$ cat src/source/ahb_pkg.sv
package ahb_pkg;

    // ----------------------------------------
    // Bus structs
    // ----------------------------------------

    // Address phase from the master
    typedef struct packed {
        logic [31:0] haddr;
        logic [1:0]  htrans;
        logic        hwrite;
    } ahb_addr_t;

    // Data phase answer of one slave
    typedef struct packed {
        logic [31:0] hrdata;
        logic        hreadyout;
        logic        hresp;
    } ahb_resp_t;

    // BUSY and SEQ fold into these two transfer types
    localparam logic [1:0] HTRANS_IDLE   = 2'b00;
    localparam logic [1:0] HTRANS_NONSEQ = 2'b10;

    // ----------------------------------------
    // Address map
    // ----------------------------------------
    localparam int SLAVE_COUNT = 3;

    localparam int SEL_RESET_RAM = 0;
    localparam int SEL_RAM       = 1;
    localparam int SEL_GPIO      = 2;

    localparam logic [6:0] RESET_RAM_MATCH = 7'h7f;  // Bits 28:22 select 0x1fc00000
    localparam logic [2:0] RAM_MATCH       = 3'h0;   // Bits 28:26 select the low 64 MB
    localparam logic [6:0] GPIO_MATCH      = 7'h7e;  // Bits 28:22 select 0x1f800000

    // GPIO word offsets
    localparam logic [2:0] GPIO_SWITCHES   = 3'd0;
    localparam logic [2:0] GPIO_BUTTONS    = 3'd1;
    localparam logic [2:0] GPIO_RED_LEDS   = 3'd2;
    localparam logic [2:0] GPIO_GREEN_LEDS = 3'd3;
    localparam logic [2:0] GPIO_HEX        = 3'd4;

endpackage

$ cat src/source/ahb_matrix_ctrl.sv
module ahb_matrix_ctrl (
    input  logic                            hclk,
    input  logic                            rst,
    input  ahb_pkg::ahb_addr_t              haddr_phase,
    input  ahb_pkg::ahb_resp_t              slave_resp [ahb_pkg::SLAVE_COUNT],
    output logic [ahb_pkg::SLAVE_COUNT-1:0] hsel,
    output logic [31:0]                     hrdata,
    output logic                            hready,
    output logic                            hresp
);

    logic [ahb_pkg::SLAVE_COUNT-1:0] addr_match;
    logic                            xfer_active;
    logic                            unmapped;

    logic [ahb_pkg::SLAVE_COUNT-1:0] sel_r;       // Data phase select
    logic                            err_first;   // Error cycle one with hready low
    logic                            err_second;  // Error cycle two with hready high

    // ----------------------------------------
    // Address phase decode
    // ----------------------------------------

    // Regions do not overlap, so at most one bit is set
    always_comb begin
        addr_match = '0;
        addr_match[ahb_pkg::SEL_RESET_RAM] =
            (haddr_phase.haddr[28:22] == ahb_pkg::RESET_RAM_MATCH);
        addr_match[ahb_pkg::SEL_RAM] =
            (haddr_phase.haddr[28:26] == ahb_pkg::RAM_MATCH);
        addr_match[ahb_pkg::SEL_GPIO] =
            (haddr_phase.haddr[28:22] == ahb_pkg::GPIO_MATCH);
    end

    // SEQ counts as NONSEQ and BUSY as IDLE
    assign xfer_active = (haddr_phase.htrans & ahb_pkg::HTRANS_NONSEQ) != ahb_pkg::HTRANS_IDLE;

    assign hsel     = xfer_active ? addr_match : '0;
    assign unmapped = xfer_active && (addr_match == '0);

    // ----------------------------------------
    // Data phase state
    // ----------------------------------------
    always_ff @(posedge hclk) begin
        if (rst) begin
            sel_r      <= '0;
            err_first  <= 1'b0;
            err_second <= 1'b0;
        end else begin
            err_second <= err_first;
            if (hready) begin
                sel_r     <= hsel;
                err_first <= unmapped;
            end else begin
                err_first <= 1'b0;  // First error cycle never stalls twice
            end
        end
    end

    // ----------------------------------------
    // Response to the master
    // ----------------------------------------
    always_comb begin
        hrdata = '0;
        hready = 1'b1;
        hresp  = 1'b0;

        for (int i = 0; i < ahb_pkg::SLAVE_COUNT; i++) begin
            if (sel_r[i]) begin
                hrdata = slave_resp[i].hrdata;
                hready = slave_resp[i].hreadyout;
                hresp  = slave_resp[i].hresp;
            end
        end

        // Two-cycle ERROR for unmapped transfers
        if (err_first) begin
            hready = 1'b0;
            hresp  = 1'b1;
        end else if (err_second) begin
            hready = 1'b1;
            hresp  = 1'b1;
        end
    end

endmodule

$ cat config.mk
export PLATFORM = sky130hd
export DESIGN_NAME = ahb_matrix_ctrl
export DESIGN_NICKNAME = d
export VERILOG_FILES = /design/src/source/ahb_pkg.sv /design/src/source/ahb_matrix_ctrl.sv
export SDC_FILE = /design/constraint.sdc
export NUM_CORES = 1
export LEC_CHECK = 0
export BUFFER_PORTS_ARGS = -buffer_cell sky130_fd_sc_hd__buf_2
export CAP_MARGIN = 5
export CELL_PAD_IN_SITES_DETAIL_PLACEMENT = 0
export CELL_PAD_IN_SITES_GLOBAL_PLACEMENT = 1
export CORE_ASPECT_RATIO = 2
export CORE_MARGIN = 3
export CORE_UTILIZATION = 13
export DETAILED_ROUTE_END_ITERATION = 16
export PLACE_DENSITY = 0.88
export SLEW_MARGIN = 25
export SYNTH_ARGS = -nofsm -noshare
export SYNTH_HDL_FRONTEND = slang
export SYNTH_SLANG_ARGS = --single-unit
$ cat constraint.sdc
create_clock -name hclk -period 1.4 [get_ports hclk]
set_input_delay 0.28 -clock hclk [delete_from_list [all_inputs] [get_ports hclk]]
set_output_delay 0.28 -clock hclk [all_outputs]
set_load 0.005 [all_outputs]
==> results.json <==
{
  "mostFrequentLayoutCell": "buf_2",
  "slew_violations": 0,
  "period_share_pct": 115.4,
  "clock_skew_ps": 0.8105,
  "cp-start-kind": "flip-flop",
  "synth_top_family_by_area": "compound AO/OA/AOI/OAI gates",
  "synth_compound_area_share_pct": 54.44,
  "crit_path_max_incr_delay_ps": 380,
  "antenna_cells": 0,
  "firstDrtPassIters": 4,
  "cts.sinks": 5,
  "drc_errors": 0,
  "power.total_uw": 897.0,
  "die_w_um": 64.87,
  "num_rows": 42,
  "hold_depth": 2,
  "rsz0062_at_grt": "true",
  "crit_top_cell": "buf_6",
  "vdd_drop_max_mv": 0.4783,
  "synthXorXnorAreaFrac_pct": 0,
  "finish.instance_area_sq_um": 2141,
  "max-slew-margin-rel_pct": 64.22,
  "hpwl_mm": 3.874,
  "clk_latency_ps": 230,
  "cap_viol_max_count": 0,
  "dieArea_sq_um": 8025,
  "die_h_um": 123.7,
  "finalSetupViolCount": 36,
  "run_status": "finished with violations",
  "worstMarginPinSlew_ps": 530.0,
  "arrival_ps": 1340,
  "overflow": 0,
  "grt_max_degree": 35,
  "ys_seq_elements": 5,
  "cts-root-buf": "clkbuf_16",
  "switchingPower_uw": 209.2,
  "async_reset_ff_share_pct": 0,
  "cp_top_family": "compound AO/OA/AOI/OAI gates",
  "layout_common_cells": "buf_2 (147), nand2_1 (36), o21ai_1 (32), a22oi_1 (18), a22oi_2 (15)",
  "routed_via_density": 4.477,
  "synth_mux_area_share_pct": 2.222,
  "sw_frac_of_total_pct": 23.32,
  "synth-edff-count": 0,
  "syn_inst": 145,
  "end_kind": "output port",
  "wl_mm": 4.998,
  "crit_chain": "buf_6 -> nor2b_4 -> o32a_4 -> inv_2 -> buf_6",
  "cts_buffers": 3,
  "placement.cell_area_sq_um": 1779,
  "cp.depth": 5,
  "holdBufCountCts": 0,
  "ios": 176,
  "cp_max_fo": 4,
  "rr_worst_depth": 6,
  "antenna_found_initial": 0,
  "coreArea_sq_um": 6674,
  "combPwrFrac_pct": 29.8,
  "yosysSeqAreaShare_pct": 11.11,
  "grt_pass1_wl_mm": 6.748,
  "holdWs_ps": 248.3,
  "wl_per_cell_um": 12.82,
  "hold_class": "in -> reg",
  "tritoncts": "built",
  "p_int_uw": 687.8,
  "period_needed_ps": 1616,
  "synth_warnings": 0,
  "layout-drive-gt1-share_pct": 64.90,
  "grt_pass1_vias": 1593,
  "nFillCells": 738,
  "numPortBuffers": 148,
  "yosys.cell_types.count": 25,
  "worstPathRequired_ps": 1120,
  "grt_usage_pct": 10.48,
  "p_clk_share_pct": 53.7,
  "synthFlopType": "dfxtp_1",
  "clk_path_buf_depth": 2,
  "nNetsFinal": 442,
  "via_count": 1746,
  "syn_to_final_growth_pct": 137.6,
  "fmax_ghz": 0.6187,
  "finalHoldViolations": 0,
  "p_per_area_nw_per_um2": 419.0,
  "cp_slowest_cell": "o32a_4",
  "place.gp.congestion": 0.7066,
  "path_clk_slew_ps": 30,
  "final_core_util_pct": 32.08,
  "setup_ws_ps": -216.3,
  "mappedNetlistNets": 284,
  "synth_fa_ha_area_share_pct": 0,
  "start_util_pct": 13.50,
  "h-tree-depth": 1,
  "drtAntennaViolNets": 0,
  "synth_simple_gate_area_share_pct": 24.31,
  "path_buf_inv": 3,
  "p_seq_share_pct": 16.5,
  "syn-cell-area_sq_um": 900.9,
  "drt_iter0_markers": 28,
  "avgSynthCellArea_sq_um": 6.213,
  "p_leak_uw": 0.001043,
  "crit_type": "reg -> out",
  "violations": "negative setup slack"
}
-- final cells by class --
| class | count | area (sq um) | share of cell area, % |
|---|---|---|---|
| timing repair buffer | 168 | 1017 | 47.52 |
| multi-input combinational | 123 | 820.8 | 38.34 |
| tap | 88 | 110.1 | 5.143 |
| sequential | 5 | 106.4 | 4.968 |
| clock buffer | 4 | 78.83 | 3.682 |
| inverter | 2 | 7.507 | 0.3507 |
-- kinds of logic (layout without fill, tap and decap cells) --
kind of cell    after synthesis  count (layout)
mux                           2               2
simple gates                 49              49
flops                         5               5
compound gates               72              72
buf+inv                      17             174
-- per-layer routing --
metal	vias to the layer above	wire [um]	track usage, %	part of all wire, %
met2	88	2970	22.07	59
met5	-	0	0	0
li1	862	-	-	-
met1	790	1622	9.526	32
met4	0	54	3.576	1.1
met3	6	352	1.805	7.0
-- what timing repair did --
| action | in CTS | in global routing |
|---|---|---|
| gates resized for setup | 19 | 17 |
| buffers inserted | 4 | 3 |
| endpoints found under the setup margin | 34 | 39 |
| gates cloned | 0 | 3 |
| pin swaps | 1 | 11 |
-- final timing paths --
kind | from | to | slack [ps]
max | sel_r[1]$_SDFFE_PP0P_ | hready | -220
min | rst | err_second$_SDFF_PP0_ | 250
max reg2reg | sel_r[1]$_SDFFE_PP0P_ | sel_r[0]$_SDFFE_PP0P_ | -40
min reg2reg | err_first$_SDFF_PP0_ | err_second$_SDFF_PP0_ | 590
-- Yosys cell counts, types with 2 or more instances --
cell	instances	area share, %
dfxtp_1	5	11
a22oi_1	33	28
and4_1	2	1.9
o21ai_1	30	17
o211ai_1	2	1.7
o21ai_0	2	1.1
buf_2	6	3.3
clkbuf_1	9	3.7
nor2b_1	3	2.1
nor2_1	2	0.83
mux2i_1	2	2.2
nand2_1	36	15
-- state kept, by name (all words and copies together) (netlist names) --
name        count
sel_r           3
err_first       1
err_second      1
-- per-stage QoR --
stage,setup TNS (ps),worst slack [ps],cells
after global routing,-9197,-297.6,390
after floorplan,0,0.6419,145
after global placement,-680.1,-47.87,376
final,-6370,-216.3,390
after CTS,-5443,-186.3,384
after detailed placement,-191.5,-24.33,376
-- power by group through the flow --
stage                     sequential, uW  clock (uW)  combinational, uW
final                                148         482                267
after global routing                 149         497                292
after CTS                            148         488                253
after detailed placement             151           0                240
after global placement               151           0                235
after floorplan                      152           0               50.6
No activity file was read; power rests on OpenSTA's default activity.
