==> config.mk <==
export PLATFORM = sky130hd
export DESIGN_NAME = ahb_gpio_slave
export DESIGN_NICKNAME = d
export VERILOG_FILES = /design/src/source/ahb_pkg.sv /design/src/source/ahb_gpio_slave.sv
export SDC_FILE = /design/constraint.sdc
export NUM_CORES = 1
export LEC_CHECK = 0
export ABC_AREA = 1
export BUFFER_PORTS_ARGS = -buffer_cell sky130_fd_sc_hd__buf_2
export CORE_AREA = 2 2 87 89
export CTS_CLUSTER_SIZE = 14
export DETAILED_ROUTE_END_ITERATION = 8
export DIE_AREA = 0 0 89 91
export GPL_TIMING_DRIVEN = 0
export PLACE_DENSITY = 0.76
export SLEW_MARGIN = 10
export SYNTH_ARGS = -nofsm -noshare
export SYNTH_HDL_FRONTEND = slang
export SYNTH_SLANG_ARGS = --single-unit
==> constraint.sdc <==
create_clock -name hclk -period 1.2 [get_ports hclk]
set_input_delay 0.18 -clock hclk [delete_from_list [all_inputs] [get_ports hclk]]
set_output_delay 0.18 -clock hclk [all_outputs]
set_load 0.02 [all_outputs]
==> src/source/ahb_pkg.sv <==
package ahb_pkg;

    // ----------------------------------------
    // Bus structs
    // ----------------------------------------

    // Address phase from the master
    typedef struct packed {
        logic [31:0] haddr;
        logic [1:0]  htrans;
        logic        hwrite;
    } ahb_addr_t;

    // Data phase answer of one slave
    typedef struct packed {
        logic [31:0] hrdata;
        logic        hreadyout;
        logic        hresp;
    } ahb_resp_t;

    // BUSY and SEQ fold into these two transfer types
    localparam logic [1:0] HTRANS_IDLE   = 2'b00;
    localparam logic [1:0] HTRANS_NONSEQ = 2'b10;

    // ----------------------------------------
    // Address map
    // ----------------------------------------
    localparam int SLAVE_COUNT = 3;

    localparam int SEL_RESET_RAM = 0;
    localparam int SEL_RAM       = 1;
    localparam int SEL_GPIO      = 2;

    localparam logic [6:0] RESET_RAM_MATCH = 7'h7f;  // Bits 28:22 select 0x1fc00000
    localparam logic [2:0] RAM_MATCH       = 3'h0;   // Bits 28:26 select the low 64 MB
    localparam logic [6:0] GPIO_MATCH      = 7'h7e;  // Bits 28:22 select 0x1f800000

    // GPIO word offsets
    localparam logic [2:0] GPIO_SWITCHES   = 3'd0;
    localparam logic [2:0] GPIO_BUTTONS    = 3'd1;
    localparam logic [2:0] GPIO_RED_LEDS   = 3'd2;
    localparam logic [2:0] GPIO_GREEN_LEDS = 3'd3;
    localparam logic [2:0] GPIO_HEX        = 3'd4;

endpackage

==> src/source/ahb_gpio_slave.sv <==
module ahb_gpio_slave #(
    parameter int N_SWITCHES   = 10,
    parameter int N_BUTTONS    = 4,
    parameter int N_RED_LEDS   = 10,
    parameter int N_GREEN_LEDS = 8
) (
    input  logic                    hclk,
    input  logic                    rst,
    input  logic                    hsel,
    input  logic                    hready,
    input  ahb_pkg::ahb_addr_t      haddr_phase,
    input  logic [31:0]             hwdata,
    input  logic [N_SWITCHES-1:0]   io_switches,
    input  logic [N_BUTTONS-1:0]    io_buttons,
    output ahb_pkg::ahb_resp_t      resp,
    output logic [N_RED_LEDS-1:0]   io_red_leds,
    output logic [N_GREEN_LEDS-1:0] io_green_leds,
    output logic [31:0]             io_hex
);

    logic       active;
    logic       write_r;
    logic [2:0] offset_r;  // Word offset inside the region
    logic [31:0] read_data;

    // ----------------------------------------
    // Accepted transfer
    // ----------------------------------------
    always_ff @(posedge hclk) begin
        if (rst) begin
            active <= 1'b0;
        end else if (hready) begin
            active <= hsel;
        end
    end

    always_ff @(posedge hclk) begin
        if (hready && hsel) begin
            offset_r <= haddr_phase.haddr[4:2];
            write_r  <= haddr_phase.hwrite;
        end
    end

    // ----------------------------------------
    // Output registers
    // ----------------------------------------
    always_ff @(posedge hclk) begin
        if (rst) begin
            io_red_leds   <= '0;
            io_green_leds <= '0;
            io_hex        <= '0;
        end else if (active && hready && write_r) begin
            case (offset_r)
                ahb_pkg::GPIO_RED_LEDS:   io_red_leds   <= hwdata[N_RED_LEDS-1:0];
                ahb_pkg::GPIO_GREEN_LEDS: io_green_leds <= hwdata[N_GREEN_LEDS-1:0];
                ahb_pkg::GPIO_HEX:        io_hex        <= hwdata;
                default: ;  // Inputs and holes ignore writes
            endcase
        end
    end

    // Zero-extended read back with holes reading 0
    always_comb begin
        case (offset_r)
            ahb_pkg::GPIO_SWITCHES:   read_data = 32'(io_switches);
            ahb_pkg::GPIO_BUTTONS:    read_data = 32'(io_buttons);
            ahb_pkg::GPIO_RED_LEDS:   read_data = 32'(io_red_leds);
            ahb_pkg::GPIO_GREEN_LEDS: read_data = 32'(io_green_leds);
            ahb_pkg::GPIO_HEX:        read_data = io_hex;
            default:                  read_data = '0;
        endcase
    end

    always_comb begin
        resp.hrdata    = (active && !write_r) ? read_data : '0;
        resp.hreadyout = 1'b1;  // Zero wait states
        resp.hresp     = 1'b0;
    end

endmodule

==> qor.txt <==
commonest cells in the netlist -> 98 x sky130_fd_sc_hd__nor2_1, 51 x sky130_fd_sc_hd__dfxtp_1, 51 x sky130_fd_sc_hd__o21ai_0
synthesized instance count -> 381
DRT iter0 DRCs -> 101
Slew @ Worst Pin -> 0.5003 ns
Critical Setup Path Class -> flop to output pin
initial antenna violation count -> 0
final count of pins violating max slew -> 0
syn avg cell area -> 7.185 sq um
Power Dens Cells -> 738.4 nW/um^2
net count of the mapped netlist -> 466
Synth cell types -> 26
kind of launch point of the worst setup path -> flop
via-per-instance ratio -> 5.038
run status -> complete, but fails checks
DRC Markers -> 0
GRT overflow -> 0
total of hold buffers inserted after clock tree synthesis -> 0
endpoint kind of the worst setup timing path -> output pin
master cell of the clock root buffer -> sky130_fd_sc_hd__clkbuf_8
post-layout min period -> 1.854 ns
remaining number of nets flagged by the antenna check after routing -> 0
Row Count -> 31
Die Wd -> 89 microns
CTS tree -> done
post-synth top area share -> 0.3729
number of nets at the end of the flow -> 638
routed wire length per instance -> 16.11 microns
maximum clock frequency -> 0.5395 GHz
wire length of the first global-routing pass -> 14000 microns
total design power -> 3.628 mW
Bufs and invs on worst path -> 3
Max-cap violations -> 0
setup repair after global routing missed its margin -> true
Final setup viols -> 82
sequential-to-total area share from yosys stat -> 0.4168
vias -> 3290
number of enable-type register cells in the synthesized netlist -> 4
leading cell types by total area after synthesis -> sky130_fd_sc_hd__dfxtp_1 37%, sky130_fd_sc_hd__nor2_1 13%, sky130_fd_sc_hd__o21ai_0 9.3%
reg2reg setup slack -> -0.48 ns
effective utilization at floorplan -> 0.3836
overall die area -> 8099 sq um
detailed placement HPWL -> 6508 microns
CP max stage cell -> sky130_fd_sc_hd__edfxtp_1
number of global-route vias before repair -> 2904
static leakage power -> 2.306 nW
Syn Std Cell Area -> 2738 sq um
number of iterations in the first detailed-routing pass -> 4
Layout Skew -> 0.004692 ns
worst hold path type -> input pin to flop
GPL Wtd Cong -> 0.7915
total routed wirelength -> 10520 microns
category of cells accounting for the largest share of critical-path delay -> simple AND/OR/NAND/NOR gates
total I/O pin count -> 169
y dimension of the die -> 91 microns
input/output buffers -> 135
ratio of cells with drive above 1 in the final layout -> 0.5451
layout overhead on the synthesized area -> 79.48%
Async S/R FF share, synth -> 0
required time at the worst-slack endpoint -> 1.02 ns
Most used DFF post-synth -> sky130_fd_sc_hd__dfxtp_1
leading cell type by number of instances after synthesis -> sky130_fd_sc_hd__nor2_1
core area -> 7137 sq um
maximum number of pins on one net before global-route repair -> 16
count of final hold-check violations -> 0
number of clock sinks -> 55
Yosys warnings -> 0
later-pin clock latency in the skew report -> 0.31 ns
combined global-route utilization of all metal layers -> 0.2216
max_slew headroom -> 0.6665
CTS Buf Count -> 5
n_diodes -> 0
post-synth top area cell -> sky130_fd_sc_hd__dfxtp_1
CTS HTree Levels -> 2
Placed Area -> 3886 sq um
stage delay of the slowest cell on the critical path -> 0.49 ns
CP Data Arrival Time -> 1.67 ns
clock edge transition at the registers on the reported setup and hold paths -> 0.10 ns
maximum resistive drop on vdd -> 0.0004335 V
final instance area -> 4913 sq um
fraction of the cycle the final worst path needs -> 1.545
Cell Chain, Critical Path -> buf_6 > inv_6 > nand2_4 > nor2_4 > nand2_1 > nand2_1 > nor2_1 > nor2_2 > buf_6
Clock Path Buffers -> 2
violated checks -> negative setup slack
least setup slack across all paths after layout -> -0.6537 ns
count of state elements after synthesis -> 55
CP Max Fanout -> 6
==> state kept, by name, summed over array words and instances, names as in the netlist <==
register,cells
io_hex,32
io_red_leds,10
io_green_leds,8
offset_r,3
active,1
write_r,1
==> stage by stage <==
stage	utilization	TNS [ns]	std cells	hold WS, ns	setup WS, ns
final	0.6885	-36.81	653	0.03009	-0.6537
after global routing	0.6885	-41.50	653	0.02319	-0.7340
after CTS	0.6152	-33.47	639	0.02855	-0.6374
after detailed placement	0.5445	-21.34	615	0.3587	-0.3952
after global placement	0.5445	-20.27	615	0.3574	-0.3971
after floorplan	-	-5.925	381	0.2491	-0.2102
==> cells in the final DEF (no fill, tap or decap), drive strengths merged <==
| cell type | synthesis | final |
|---|---|---|
| edfxtp | 4 | 4 |
| nor3 | 10 | 10 |
| clkinv | 1 | 2 |
| nand2 | 51 | 51 |
| o21ai | 54 | 54 |
| conb | 2 | 2 |
| clkbuf | 7 | 20 |
| inv | 17 | 16 |
| nor2 | 133 | 134 |
| dfxtp | 51 | 51 |
| a21oi | 1 | 1 |
| buf | 17 | 176 |
| nand4 | 12 | 12 |
| nand3 | 21 | 21 |
==> what timing repair did <==
item / in CTS / in global routing
pin swaps: 11 / 32
cloned: 3 / 5
endpoints found under the setup margin: 82 / 82
resized for setup: 87 / 88
buffers inserted: 13 / 10
==> power breakdown <==
part           internal [mW]  switching (mW)  total, mW
clock network          0.529           0.613       1.14
registers               1.87          0.0241       1.89
logic                  0.247           0.347      0.594
total                   2.64           0.985       3.63
==> final cells by class <==
class	instances	area, sq um
buffer	24	279.0
clock buffer	8	100.1
fill	560	2223
inverter	18	107.6
multi-input combinational	285	1908
sequential	55	1142
tap	99	123.9
timing repair buffer	164	1252
==> cell families (layout without fill, tap and decap cells) <==
kind of cell           Yosys count  count (layout)  share of synthesized area
AO/OA/AOI/OAI                   55              55                     0.1005
buffers and inverters           42             214                    0.08638
flip-flops                      55              55                     0.4168
other                            2               2                   0.002743
AND/OR/NAND/NOR                227             228                     0.3935
==> layer usage <==
layer / part of all wire / wire, microns / global-route usage
met1: 0.40 / 4254 / 0.2690
met2: 0.53 / 5523 / 0.3912
met5: 0 / 0 / 0
met4: 0.0072 / 76 / 0.05473
met3: 0.063 / 665 / 0.04818
==> final timing paths <==
kind | start | end | cells past startpoint
hold reg to reg | io_green_leds[1]$_SDFFE_PP0P_ | io_green_leds[1]$_SDFFE_PP0P_ | 2
setup reg to reg | offset_r[1]$_DFFE_PP_ | io_hex[16]$_SDFFE_PP0P_ | 8
hold / removal | rst | active$_SDFFE_PP0P_ | 2
setup / recovery | offset_r[1]$_DFFE_PP_ | resp[8] | 9
No activity file was read; power rests on OpenSTA's default activity.
